<file path="config.mk">
export PLATFORM = sky130hd
export DESIGN_NAME = exu_top
export DESIGN_NICKNAME = d
export VERILOG_FILES = /design/src/exu_pkg.sv /design/src/exu_top.sv /design/src/exu_ecl.sv /design/src/exu_lsu.sv /design/src/exu_bru.sv /design/src/exu_alu.sv /design/src/exu_regfile.sv
export VERILOG_INCLUDE_DIRS = /design/src /design/src/src
export SDC_FILE = /design/constraint.sdc
export NUM_CORES = 2
export LEC_CHECK = 0
export BUFFER_PORTS_ARGS = -buffer_cell sky130_fd_sc_hd__buf_2
export CAP_MARGIN = 20
export CORE_ASPECT_RATIO = 1.25
export CORE_MARGIN = 3
export CORE_UTILIZATION = 35
export DETAILED_ROUTE_END_ITERATION = 6
export GPL_TIMING_DRIVEN = 1
export PLACE_DENSITY = 0.52
export SKIP_CTS_REPAIR_TIMING = 1
export SLEW_MARGIN = 20
export SYNTH_ARGS = -nofsm -noshare
export SYNTH_HDL_FRONTEND = slang
export SYNTH_SLANG_ARGS = --single-unit
</file>
<file path="constraint.sdc">
create_clock -name clk -period 7 [get_ports clk]
set_input_delay 0.7 -clock clk [delete_from_list [all_inputs] [get_ports clk]]
set_output_delay 0.7 -clock clk [all_outputs]
set_load 0.005 [all_outputs]
</file>
<file path="src/exu_cfg.svh">
`ifndef EXU_CFG_SVH
`define EXU_CFG_SVH

// data and address width
`define EXU_XLEN 32

// general registers, r0 included
`define EXU_NREGS 32

// bits needed to name one register
`define EXU_REG_IDX_W 5

// byte lanes in one data word
`define EXU_STRB_W 4

// added to pc for the link address
`define EXU_INST_BYTES 4

`endif
</file>
<file path="src/exu_pkg.sv">
`include "exu_cfg.svh"

package exu_pkg;

   typedef logic [`EXU_XLEN-1:0]      word_t;
   typedef logic [`EXU_REG_IDX_W-1:0] reg_idx_t;
   typedef logic [`EXU_STRB_W-1:0]    strb_t;

   // which functional unit takes the instruction
   typedef enum logic [1:0] {
      unit_alu = 2'd0,
      unit_bru = 2'd1,
      unit_lsu = 2'd2
   } unit_e;

   // lui passes the immediate through on b
   typedef enum logic [3:0] {
      alu_add  = 4'd0,
      alu_sub  = 4'd1,
      alu_and  = 4'd2,
      alu_or   = 4'd3,
      alu_xor  = 4'd4,
      alu_slt  = 4'd5,
      alu_sltu = 4'd6,
      alu_sll  = 4'd7,
      alu_srl  = 4'd8,
      alu_sra  = 4'd9,
      alu_lui  = 4'd10
   } alu_op_e;

   typedef enum logic [2:0] {
      bru_beq  = 3'd0,
      bru_bne  = 3'd1,
      bru_blt  = 3'd2,
      bru_bge  = 3'd3,
      bru_bltu = 3'd4,
      bru_bgeu = 3'd5,
      bru_jal  = 3'd6
   } bru_op_e;

   typedef enum logic [2:0] {
      lsu_ld_w  = 3'd0,
      lsu_ld_b  = 3'd1,
      lsu_ld_bu = 3'd2,
      lsu_st_w  = 3'd3,
      lsu_st_b  = 3'd4
   } lsu_op_e;

   // one decoded instruction from the front end
   typedef struct packed {
      unit_e    unit;
      alu_op_e  alu_op;
      bru_op_e  bru_op;
      lsu_op_e  lsu_op;
      reg_idx_t rs1;
      reg_idx_t rs2;
      reg_idx_t rd;
      logic     rf_wen;
      logic     use_imm;
      word_t    imm;
      word_t    pc;
   } issue_pkt_t;

   typedef struct packed {
      logic     wen;
      reg_idx_t rd;
      word_t    data;
      word_t    pc;
   } wb_pkt_t;

   typedef struct packed {
      logic  req;
      word_t addr;
      logic  wr;
      strb_t wstrb;
      word_t wdata;
   } mem_req_t;

   typedef struct packed {
      logic    valid;
      lsu_op_e op;
      word_t   addr;
      word_t   wdata;
   } lsu_cmd_t;

   typedef struct packed {
      logic  taken;
      word_t target;
   } br_res_t;

endpackage

</file>
<file path="src/exu_top.sv">
module exu_top (
   input  logic                clk,
   input  logic                rst_n,
   input  logic                issue_valid,
   input  exu_pkg::issue_pkt_t issue,
   output logic                stall,
   output exu_pkg::mem_req_t   mem_req,
   input  logic                data_addr_ok,
   input  logic                data_data_ok,
   input  exu_pkg::word_t      data_rdata,
   output exu_pkg::br_res_t    br,
   output exu_pkg::wb_pkt_t    wb
);

   exu_pkg::reg_idx_t rf_rs1;
   exu_pkg::reg_idx_t rf_rs2;
   exu_pkg::word_t    rf_rs1_data;
   exu_pkg::word_t    rf_rs2_data;

   exu_pkg::word_t    alu_a;
   exu_pkg::word_t    alu_b;
   exu_pkg::alu_op_e  alu_op;
   exu_pkg::word_t    alu_res;

   logic              bru_valid;
   exu_pkg::bru_op_e  bru_op;
   exu_pkg::word_t    bru_a;
   exu_pkg::word_t    bru_b;
   exu_pkg::word_t    bru_pc;
   exu_pkg::word_t    bru_offset;
   exu_pkg::word_t    bru_link;

   exu_pkg::lsu_cmd_t lsu_cmd;
   logic              lsu_done;
   exu_pkg::word_t    lsu_rdata;

   exu_ecl ecl (
      .clk         (clk),
      .rst_n       (rst_n),
      .issue_valid (issue_valid),
      .issue       (issue),
      .stall       (stall),
      .rs1         (rf_rs1),
      .rs2         (rf_rs2),
      .rs1_data    (rf_rs1_data),
      .rs2_data    (rf_rs2_data),
      .alu_a       (alu_a),
      .alu_b       (alu_b),
      .alu_op      (alu_op),
      .alu_res     (alu_res),
      .bru_valid   (bru_valid),
      .bru_op      (bru_op),
      .bru_a       (bru_a),
      .bru_b       (bru_b),
      .bru_pc      (bru_pc),
      .bru_offset  (bru_offset),
      .bru_link    (bru_link),
      .lsu_cmd     (lsu_cmd),
      .lsu_done    (lsu_done),
      .lsu_rdata   (lsu_rdata),
      .wb          (wb)
   );

   // written from the write-back stage
   exu_regfile regfile (
      .clk      (clk),
      .rs1      (rf_rs1),
      .rs2      (rf_rs2),
      .rs1_data (rf_rs1_data),
      .rs2_data (rf_rs2_data),
      .wen      (wb.wen),
      .rd       (wb.rd),
      .wdata    (wb.data)
   );

   exu_alu alu (
      .a   (alu_a),
      .b   (alu_b),
      .op  (alu_op),
      .res (alu_res)
   );

   exu_bru bru (
      .op     (bru_op),
      .a      (bru_a),
      .b      (bru_b),
      .pc     (bru_pc),
      .offset (bru_offset),
      .valid  (bru_valid),
      .res    (br),
      .link   (bru_link)
   );

   exu_lsu lsu (
      .clk          (clk),
      .rst_n        (rst_n),
      .cmd          (lsu_cmd),
      .mem_req      (mem_req),
      .data_addr_ok (data_addr_ok),
      .data_data_ok (data_data_ok),
      .data_rdata   (data_rdata),
      .done         (lsu_done),
      .rdata        (lsu_rdata)
   );

endmodule

</file>
<file path="src/exu_ecl.sv">
module exu_ecl (
   input  logic                clk,
   input  logic                rst_n,
   input  logic                issue_valid,
   input  exu_pkg::issue_pkt_t issue,
   output logic                stall,
   output exu_pkg::reg_idx_t   rs1,
   output exu_pkg::reg_idx_t   rs2,
   input  exu_pkg::word_t      rs1_data,
   input  exu_pkg::word_t      rs2_data,
   output exu_pkg::word_t      alu_a,
   output exu_pkg::word_t      alu_b,
   output exu_pkg::alu_op_e    alu_op,
   input  exu_pkg::word_t      alu_res,
   output logic                bru_valid,
   output exu_pkg::bru_op_e    bru_op,
   output exu_pkg::word_t      bru_a,
   output exu_pkg::word_t      bru_b,
   output exu_pkg::word_t      bru_pc,
   output exu_pkg::word_t      bru_offset,
   input  exu_pkg::word_t      bru_link,
   output exu_pkg::lsu_cmd_t   lsu_cmd,
   input  logic                lsu_done,
   input  exu_pkg::word_t      lsu_rdata,
   output exu_pkg::wb_pkt_t    wb
);

   exu_pkg::issue_pkt_t dec_pkt;
   exu_pkg::word_t      dec_a;
   exu_pkg::word_t      dec_b;
   logic                ex_valid;
   exu_pkg::issue_pkt_t ex_pkt;
   exu_pkg::word_t      ex_a;
   exu_pkg::word_t      ex_b;
   exu_pkg::word_t      ex_res;
   logic                ex_wen;
   logic                ex_mem;
   logic                ex_load;
   logic                wb_wen_nxt;

   // youngest producer wins over older ones and the register file
   function automatic exu_pkg::word_t fwd_sel(input exu_pkg::reg_idx_t idx,
                                              input exu_pkg::word_t rf_val);
      if (ex_wen && ex_pkt.rd == idx) begin
         return ex_res;
      end else if (wb.wen && wb.rd == idx) begin
         return wb.data;
      end
      return rf_val;
   endfunction

   assign rs1 = issue.rs1;
   assign rs2 = issue.rs2;

   // writes to r0 are dropped here so they are never forwarded
   always_comb begin
      dec_pkt        = issue;
      dec_pkt.rf_wen = issue.rf_wen && issue.rd != '0;
   end

   assign dec_a = fwd_sel(issue.rs1, rs1_data);
   assign dec_b = fwd_sel(issue.rs2, rs2_data);

   always_ff @(posedge clk) begin
      if (!rst_n) begin
         ex_valid <= 1'b0;
      end else if (!stall) begin
         ex_valid <= issue_valid;
      end else if (lsu_done) begin
         ex_valid <= 1'b0;
      end
   end

   always_ff @(posedge clk) begin
      if (!stall) begin
         ex_pkt <= dec_pkt;
         ex_a   <= dec_a;
         ex_b   <= dec_b;
      end
   end

   assign ex_mem  = ex_pkt.unit == exu_pkg::unit_lsu;
   assign ex_load = ex_pkt.lsu_op == exu_pkg::lsu_ld_w || ex_pkt.lsu_op == exu_pkg::lsu_ld_b ||
                    ex_pkt.lsu_op == exu_pkg::lsu_ld_bu;
   assign ex_wen  = ex_valid && ex_pkt.rf_wen;

   // front end holds while a memory access sits in execute
   assign stall = ex_valid && ex_mem;

   assign alu_a  = ex_a;
   assign alu_b  = ex_pkt.use_imm ? ex_pkt.imm : ex_b;
   assign alu_op = ex_pkt.alu_op;

   assign bru_valid  = ex_valid && ex_pkt.unit == exu_pkg::unit_bru;
   assign bru_op     = ex_pkt.bru_op;
   assign bru_a      = ex_a;
   assign bru_b      = ex_b;
   assign bru_pc     = ex_pkt.pc;
   assign bru_offset = ex_pkt.imm;

   always_comb begin
      lsu_cmd.valid = ex_valid && ex_mem;
      lsu_cmd.op    = ex_pkt.lsu_op;
      lsu_cmd.addr  = ex_a + ex_pkt.imm;
      lsu_cmd.wdata = ex_b;
   end

   always_comb begin
      case (ex_pkt.unit)
         exu_pkg::unit_bru: ex_res = bru_link;
         exu_pkg::unit_lsu: ex_res = lsu_rdata;
         default:           ex_res = alu_res;
      endcase
   end

   // loads write back only once the data has arrived
   assign wb_wen_nxt = ex_wen && (!ex_mem || (lsu_done && ex_load));

   always_ff @(posedge clk) begin
      if (!rst_n) begin
         wb.wen <= 1'b0;
      end else begin
         wb.wen <= wb_wen_nxt;
      end
   end

   always_ff @(posedge clk) begin
      wb.rd   <= ex_pkt.rd;
      wb.data <= ex_res;
      wb.pc   <= ex_pkt.pc;
   end

   // the LSU finishes only for the instruction that holds execute
   a_done_owner: assert property (@(posedge clk) disable iff (!rst_n)
      lsu_done |-> stall);

endmodule

</file>
<file path="src/exu_lsu.sv">
`include "exu_cfg.svh"

module exu_lsu (
   input  logic              clk,
   input  logic              rst_n,
   input  exu_pkg::lsu_cmd_t cmd,
   output exu_pkg::mem_req_t mem_req,
   input  logic              data_addr_ok,
   input  logic              data_data_ok,
   input  exu_pkg::word_t    data_rdata,
   output logic              done,
   output exu_pkg::word_t    rdata
);

   typedef enum logic [1:0] {
      s_idle,
      s_addr,
      s_data
   } lsu_state_e;

   lsu_state_e state;
   lsu_state_e state_nxt;
   logic       req_on;
   logic       is_store;
   logic [1:0] byte_sel;
   logic [7:0] ld_byte;

   // request goes out in the same cycle the command shows up
   assign req_on = (state == s_idle && cmd.valid) || state == s_addr;

   always_comb begin
      state_nxt = state;
      case (state)
         s_idle, s_addr: begin
            if (req_on && data_addr_ok) begin
               state_nxt = data_data_ok ? s_idle : s_data;
            end else if (req_on) begin
               state_nxt = s_addr;
            end
         end
         s_data: begin
            if (data_data_ok) begin
               state_nxt = s_idle;
            end
         end
         default: begin
            state_nxt = s_idle;
         end
      endcase
   end

   always_ff @(posedge clk) begin
      if (!rst_n) begin
         state <= s_idle;
      end else begin
         state <= state_nxt;
      end
   end

   // addr_ok and data_ok may land on the same edge
   assign done = (req_on && data_addr_ok && data_data_ok) || (state == s_data && data_data_ok);

   assign is_store = cmd.op == exu_pkg::lsu_st_w || cmd.op == exu_pkg::lsu_st_b;
   assign byte_sel = cmd.addr[1:0];

   always_comb begin
      mem_req.req  = req_on;
      mem_req.addr = cmd.addr;
      mem_req.wr   = is_store;
      case (cmd.op)
         exu_pkg::lsu_st_w: begin
            mem_req.wstrb = {`EXU_STRB_W{1'b1}};
            mem_req.wdata = cmd.wdata;
         end
         // byte on its own lane, others zero
         exu_pkg::lsu_st_b: begin
            mem_req.wstrb = exu_pkg::strb_t'(1) << byte_sel;
            mem_req.wdata = exu_pkg::word_t'(cmd.wdata[7:0]) << {byte_sel, 3'b000};
         end
         default: begin
            mem_req.wstrb = '0;
            mem_req.wdata = cmd.wdata;
         end
      endcase
   end

   assign ld_byte = 8'(data_rdata >> {byte_sel, 3'b000});

   always_comb begin
      case (cmd.op)
         exu_pkg::lsu_ld_b:  rdata = {{(`EXU_XLEN-8){ld_byte[7]}}, ld_byte};
         exu_pkg::lsu_ld_bu: rdata = {{(`EXU_XLEN-8){1'b0}}, ld_byte};
         default:            rdata = data_rdata;
      endcase
   end

   // request held steady until the memory takes the address
   a_req_stable: assert property (@(posedge clk) disable iff (!rst_n)
      mem_req.req && !data_addr_ok |=> mem_req.req && $stable(mem_req));

endmodule

</file>
<file path="src/exu_bru.sv">
`include "exu_cfg.svh"

module exu_bru (
   input  exu_pkg::bru_op_e op,
   input  exu_pkg::word_t   a,
   input  exu_pkg::word_t   b,
   input  exu_pkg::word_t   pc,
   input  exu_pkg::word_t   offset,
   input  logic            valid,
   output exu_pkg::br_res_t res,
   output exu_pkg::word_t   link
);

   logic eq;
   logic lt_s;
   logic lt_u;
   logic cond;

   assign eq   = a == b;
   assign lt_s = $signed(a) < $signed(b);
   assign lt_u = a < b;

   always_comb begin
      case (op)
         exu_pkg::bru_beq:  cond = eq;
         exu_pkg::bru_bne:  cond = !eq;
         exu_pkg::bru_blt:  cond = lt_s;
         exu_pkg::bru_bge:  cond = !lt_s;
         exu_pkg::bru_bltu: cond = lt_u;
         exu_pkg::bru_bgeu: cond = !lt_u;
         // unconditional
         exu_pkg::bru_jal:  cond = 1'b1;
         default:           cond = 1'b0;
      endcase
   end

   always_comb begin
      res.taken  = valid && cond;
      res.target = pc + offset;
   end

   // return address for jal
   assign link = pc + `EXU_XLEN'(`EXU_INST_BYTES);

endmodule

</file>
<file path="src/exu_alu.sv">
`include "exu_cfg.svh"

module exu_alu (
   input  exu_pkg::word_t   a,
   input  exu_pkg::word_t   b,
   input  exu_pkg::alu_op_e op,
   output exu_pkg::word_t   res
);

   logic [4:0] shamt;
   logic       lt_s;
   logic       lt_u;

   assign shamt = b[4:0];
   assign lt_s  = $signed(a) < $signed(b);
   assign lt_u  = a < b;

   always_comb begin
      case (op)
         exu_pkg::alu_add: begin
            res = a + b;
         end
         exu_pkg::alu_sub: begin
            res = a - b;
         end
         exu_pkg::alu_and: begin
            res = a & b;
         end
         exu_pkg::alu_or: begin
            res = a | b;
         end
         exu_pkg::alu_xor: begin
            res = a ^ b;
         end
         exu_pkg::alu_slt: begin
            res = {{(`EXU_XLEN-1){1'b0}}, lt_s};
         end
         exu_pkg::alu_sltu: begin
            res = {{(`EXU_XLEN-1){1'b0}}, lt_u};
         end
         exu_pkg::alu_sll: begin
            res = a << shamt;
         end
         exu_pkg::alu_srl: begin
            res = a >> shamt;
         end
         exu_pkg::alu_sra: begin
            res = $signed(a) >>> shamt;
         end
         // immediate comes in already shifted
         exu_pkg::alu_lui: begin
            res = b;
         end
         default: begin
            res = '0;
         end
      endcase
   end

endmodule

</file>
<file path="src/exu_regfile.sv">
`include "exu_cfg.svh"

module exu_regfile (
   input  logic             clk,
   input  exu_pkg::reg_idx_t rs1,
   input  exu_pkg::reg_idx_t rs2,
   output exu_pkg::word_t    rs1_data,
   output exu_pkg::word_t    rs2_data,
   input  logic             wen,
   input  exu_pkg::reg_idx_t rd,
   input  exu_pkg::word_t    wdata
);

   // r0 has no storage
   exu_pkg::word_t regs [1:`EXU_NREGS-1];

   always_ff @(posedge clk) begin
      if (wen && rd != '0) begin
         regs[rd] <= wdata;
      end
   end

   // a write in this cycle shows up on the read side at once
   always_comb begin
      if (rs1 == '0) begin
         rs1_data = '0;
      end else if (wen && rd == rs1) begin
         rs1_data = wdata;
      end else begin
         rs1_data = regs[rs1];
      end
   end

   always_comb begin
      if (rs2 == '0) begin
         rs2_data = '0;
      end else if (wen && rd == rs2) begin
         rs2_data = wdata;
      end else begin
         rs2_data = regs[rs2];
      end
   end

endmodule

</file>
After elaboration in Yosys (flattened, before gate mapping). Memory sizes are Yosys's and may differ from the RTL's. Cells that the tools add are included.

Bits in registers: 220. Bits in latches: 0. Bits in writable memories: 992. ROM bits: 0. Bits of input ports: 130. Output and inout port bits: 174. Logic and storage cells: 133. Memories kept: 1.

Add/subtract/negate cells: 5. $mul: 0. Div/mod/pow operators: 0. Magnitude comparators: 4. Equality and inequality tests: 32. Shift-type cells: 6. Muxes and demuxes: 29. Bitwise gates (word level): 3. Reductions and logical operators: 36.

Memory list: regfile.regs (words 31, bits a word 32, rd ports 2, clocked after memory_dff 0, write ports 1, line exu_regfile.sv:15) `` exu_pkg::word_t regs [1:`EXU_NREGS-1]; ``.

Operators with widths (count): $mux 32 (11); $pmux 32 s11 (1); $lt 32x32->1 (4); $pmux 32 s2 (2); $add 32x32->32 (3); $pmux 36 s2 (1); $add 32x3->32 const B (1); $and 32x32->32 (1); $eq 32x32->1 (1); $or 32x32->32 (1); $shl 32x5->32 (1); $shl 8x5->32 (1); $shr 32x5->32 (1); $shr 32x5->8 (1); $sshr 32x5->32 (1); $sub 32x32->32 (1); $xor 32x32->32 (1); $eq 5x5->1 (4); $eq 4x3->1 const B (4); $logic_and 1x1->1 (16); $eq 3x2->1 const B (4); $eq 3x3->1 const B (4); $eq 4x4->1 const B (3); $logic_not 5->1 (2); other kinds (21) (45).

Depth between registers and ports, before layout.
Word-level depth: 10. Gate-level depth with buffers: 20. Gate-level depth less buffers: 15.

Cells and area by module. A second synthesis with hierarchy kept.

Cells, all modules: 5703. Area total of the unflattened synthesis: 71860.2 um^2.

Modules (own cells, without submodules): exu_regfile (instances 1, cells each 2759, area each 47200.3 um^2, seq. area each 29788.6 um^2); exu_ecl (instances 1, cells each 1012, area each 11167.0 um^2, seq. area each 5835.6 um^2); exu_alu (instances 1, cells each 1238, area each 8934.8 um^2, seq. area each 0.0 um^2); exu_bru (instances 1, cells each 434, area each 3011.6 um^2, seq. area each 0.0 um^2); exu_lsu (instances 1, cells each 260, area each 1546.5 um^2, seq. area each 40.0 um^2).

Worst setup path after synthesis. No wires, ideal clock.

Path kind: flip-flop to output port. From: reg ecl.ex_pkt[92] (netlist bit). To: out mem_req[69] (netlist bit). Arrival: 4816 ps. Data required time: 6300 ps. Slack: 1484 ps. Stages on the path, launching flop included: 8. Buffers on the path: 2. Cell sequence: edfxtp_1 ha_1 clkbuf_1 nand2_1 inv_1 nor2_1 nor2_1 buf_4.

Longest elaborated chain between the ends: 4.

RTL lines: from (decl) (line exu_ecl.sv:32) `exu_pkg::issue_pkt_t ex_pkt;`; from (signal assigned) (line exu_ecl.sv:76) `ex_pkt <= dec_pkt;`; $eq 2x2->1 (line exu_ecl.sv:82) `assign ex_mem = ex_pkt.unit == exu_pkg::unit_lsu;`; $logic_and 1x1->1; via stall (line exu_top.sv:6) `output logic stall,`; $logic_and 1x1->1 (line exu_lsu.sv:29) `assign req_on = (state == s_idle && cmd.valid) || state == s_addr;`; $logic_or 1x1->1 (line exu_lsu.sv:29); to (decl) (line exu_top.sv:7) `output exu_pkg::mem_req_t mem_req,`.

The timed path passes the listed nets, and every way through them passes these cells.

==> flow_metrics.tcl <==
set metrics [dict create \
    grt_overflow_total 0 \
    cp_data_arrival_time_ps 5540 \
    cts-root-buf "clkbuf_16" \
    drc_errors 0 \
    fin_area_um2 78600 \
    worst_pin_slew_ps 1260 \
    leakagePower_nw 27.7 \
    wirelength_mm 286 \
    ys_warn_count 0 \
    synth_area_per_cell_um2 13.8 \
    portBuffers 303 \
    r2r_slack_ps 1340 \
    syn_nets 5317 \
    dp_hpwl_mm 198 \
    grt_max_degree 94 \
    clock-sinks 1212 \
    worstRegToRegCells 14 \
    critPathMaxStageDelay_ps 890 \
    finalCritPeriodShare_pct 89.2 \
    dieArea_um2 202000 \
    async_reset_ff_share_pct 0 \
    cts.htree.levels 4 \
    power_frac_clock_pct 35.3 \
    path_buf_inv 1 \
    via_per_inst 6.22 \
    synth_cell_types 93 \
    core_um2 195000 \
    worstReg2RegStart "ecl.ex_pkt[64]$_DFFE_PN_" \
    cp-end-kind "output port" \
    startpoint "ecl.alu_a[0]$_DFFE_PN_" \
    fp.dieW_um 402 \
    grt_use_total_pct 27.9 \
    p_per_area_nw_per_um2 263 \
    syn-instance-count 4983 \
    vias 49400 \
    fin_worst_skew_ps 69.7 \
    tns_ps 0 \
    std_cell_rows 181 \
    start_kind "flip-flop" \
    cp_slowest_cell "o21ai_0" \
    r2r_end "ecl.bru_b[29]$_DFFE_PN_" \
    dpl-instance-area_um2 74100 \
    drt_iter0_drc 5958 \
    crit_path_end "mem_req[67]" \
    total_power_mw 20.7 \
    cts_buffers 132 \
    cp_top_family "compound AO/OA/AOI/OAI gates" \
    maxSlewViolCount 0 \
    netlist_area_um2 68700 \
    synthFlopType "edfxtp_1" \
    switchingPower_mw 6.62 \
    antenna_found_initial 13 \
    start_util_pct 35.3 \
    met1_length_mm 111 \
    hold_ws_ps 43.5 \
    gp_congestion 1.02 \
    cts_buffer_depth 3 \
    ios 304 \
    crit_chain "ha_1, fa_1, a21oi_1, o21ai_0, a21oi_1, o211a_1, o21ai_0, a31oi_1, o21ai_0, a221oi_1, nor4b_1, a311o_1, buf_2" \
    register_area_um2 35700 \
    rsz0062_at_grt "false" \
    p_seq_share_pct 41.8 \
    layout.cells.non_filler 7952 \
    multiInputGateArea_um2 31300 \
    crit_cells 13 \
    path_class "reg -> out" \
    num-fill-cells 18100 \
    dp_cells 7703 \
    cts_tree "yes" \
    synth_edf_count 1139 \
    p_int_mw 14.1 \
    maxUsedRoutingLayer "met5" \
    die_h_um 501 \
    wl_per_cell_um 36.0 \
    drt.antenna.violating_nets 0 \
    fmax_ghz 0.160 \
    cp.required_ps 6300 \
    path_clk_slew_ps 70 \
    period_needed_ps 6240 \
    drt_pass1_iterations 6 \
    final_layout_size_suffix_gt1_share_pct 25.5 \
    synth-seq-area-share_pct 51.9 \
    crit_fanout 7 \
    grt_pass1_vias 49500 \
    setup_viol 0 \
    nets 5609 \
    grt_pass1_wl_mm 395 \
    relSlewSlack_pct 15.4 \
    clock_latency_ps 830 \
    met3_length_mm 20.1 \
    cp_common_cell "o21ai_0" \
    dr_wl_met2_mm 137 \
    p_sw_share_pct 32.0 \
    hold_path.class "in -> reg" \
    synth_seq_cells 1212 \
    power_frac_comb_pct 22.8 \
    syn2layout_area_growth_pct 14.4 \
    peakVddDrop_mv 0.258 \
    status "finished clean" \
    hold_viol_final 0 \
    cap_violations 0 \
]
cell type report:
type	count	area share, %
Multi-Input combinational cell	3246	39.7
Clock inverter	82	1.43
Timing Repair Buffer	506	4.16
Antenna cell	8	0.0255
Tap cell	2562	4.08
Inverter	177	0.845
Sequential cell	1212	45.4
Clock buffer	159	4.36
worst reg2reg max path, stage by stage (launching register included):
cell and delay [ps]:
edfxtp_1 790, buf_4 720, mux2i_4 360, buf_4 240, ha_1 340, nor2_1 240, o211ai_1 150, a2bb2oi_1 310
a221o_1 390, a31oi_2 230, o21ai_2 540, a211oi_1 190, o221a_2 300, a211oi_1 450, a221o_1 270
cell usage after synthesis, types with 21 or more instances:
| master | n | area share (%) |
|---|---|---|
| nor3_1 | 60 | 0.44 |
| nor2b_1 | 22 | 0.20 |
| nor4_1 | 26 | 0.24 |
| inv_1 | 172 | 0.94 |
| a31oi_1 | 22 | 0.20 |
| nand2_1 | 278 | 1.5 |
| o21a_1 | 28 | 0.31 |
| nor2_1 | 337 | 1.8 |
| mux2i_1 | 239 | 3.5 |
| a221oi_1 | 24 | 0.31 |
| a211oi_1 | 175 | 1.9 |
| xnor2_1 | 72 | 0.92 |
| edfxtp_1 | 1139 | 50 |
| nand2b_1 | 27 | 0.25 |
| o21ai_0 | 201 | 1.5 |
| a22oi_1 | 29 | 0.32 |
| nand3_1 | 64 | 0.47 |
| buf_1 | 47 | 0.26 |
| mux4_2 | 564 | 18 |
| and3_1 | 24 | 0.22 |
| buf_2 | 55 | 0.40 |
| ha_1 | 200 | 3.6 |
| a21o_1 | 62 | 0.68 |
| o21bai_1 | 28 | 0.31 |
| o211ai_1 | 28 | 0.31 |
| xor2_1 | 48 | 0.61 |
| o22ai_1 | 46 | 0.42 |
| mux2_2 | 22 | 0.36 |
| dfxtp_1 | 73 | 2.1 |
| clkbuf_1 | 233 | 1.3 |
| a21oi_1 | 303 | 2.2 |
| o31ai_1 | 45 | 0.49 |
| nand4_1 | 21 | 0.19 |
power groups by stage:
stage                     Clock (mW)  Combinational (mW)  Sequential (mW)
after floorplan                    0                2.59             8.78
final                           7.31                4.72             8.66
after global placement             0                4.63             8.81
after global routing            7.73                4.99             8.66
after detailed placement           0                4.64             8.80
after CTS                       7.45                4.65             8.65
worst min path at each step:
stage / startpoint / to / slack [ps] / depth (start not counted)
after floorplan: ecl.bru_pc[0]$_DFFE_PN_ / ecl.wb[0]$_DFF_P_ / 370 / 0
after global placement: ecl.ex_pkt[69]$_DFFE_PN_ / ecl.wb[67]$_DFF_P_ / 420 / 0
after CTS: issue[48] / ecl.bru_offset[16]$_DFFE_PN_ / -20 / 1
after global routing: issue[10] / ecl.bru_pc[10]$_DFFE_PN_ / 10 / 1
after detailed placement: ecl.ex_pkt[70]$_DFFE_PN_ / ecl.wb[68]$_DFF_P_ / 420 / 0
final: issue[14] / ecl.bru_pc[14]$_DFFE_PN_ / 40 / 1
state kept, by name, summed over array words and instances (netlist names):
name,flops
regfile.regs,992
ecl.wb,70
ecl.alu_a,32
ecl.bru_b,32
ecl.bru_offset,32
ecl.bru_pc,32
ecl.ex_pkt,9
ecl.alu_op,4
ecl.bru_op,3
ecl.lsu_cmd,3
lsu.state,2
ecl.ex_valid,1
routing by layer:
layer	up-vias	global-route usage (%)
met5	-	0
met4	4	15.5
met3	553	4.88
met2	2360	45.9
met1	25900	34.8
li1	20700	-
logic make-up after synthesis:
family | count (synthesis) | share of synthesized area [%]
xor gates and xnor gates | 120 | 1.53
buffers and inverters | 525 | 3.08
muxes | 829 | 22.5
and+or+nand+nor | 933 | 6.14
adders and majority gates | 204 | 3.76
DFF | 1212 | 51.9
AOI/OAI and AO/OA | 1160 | 11.2
cells in the final DEF (no fill, tap or decap), drive strengths merged, types with 27 or more instances in the layout:
master  netlist  routed
edfxtp     1139    1139
mux4        565     565
buf         115     506
nor2        337     337
a21oi       305     305
nand2       278     278
mux2i       242     242
o21ai       204     204
ha          200     200
inv         176     185
a211oi      175     175
clkbuf      233     159
dfxtp        73      73
xnor2        72      72
nand3        64      64
a21o         62      62
nor3         60      60
clkinv        1      57
xor2         48      48
o22ai        46      46
o31ai        45      45
a22oi        29      29
o211ai       28      28
o21bai       28      28
o21a         28      28
nand2b       27      27
stage by stage:
stage	setup slack, ps	util [%]
2_1_floorplan	1480	-
3_3_place_gp	1470	38.0
3_5_place_dp	1380	38.0
4_1_cts	924	40.3
5_1_grt	559	40.3
6_report	756	40.3
No activity file was read; power rests on OpenSTA's default activity.
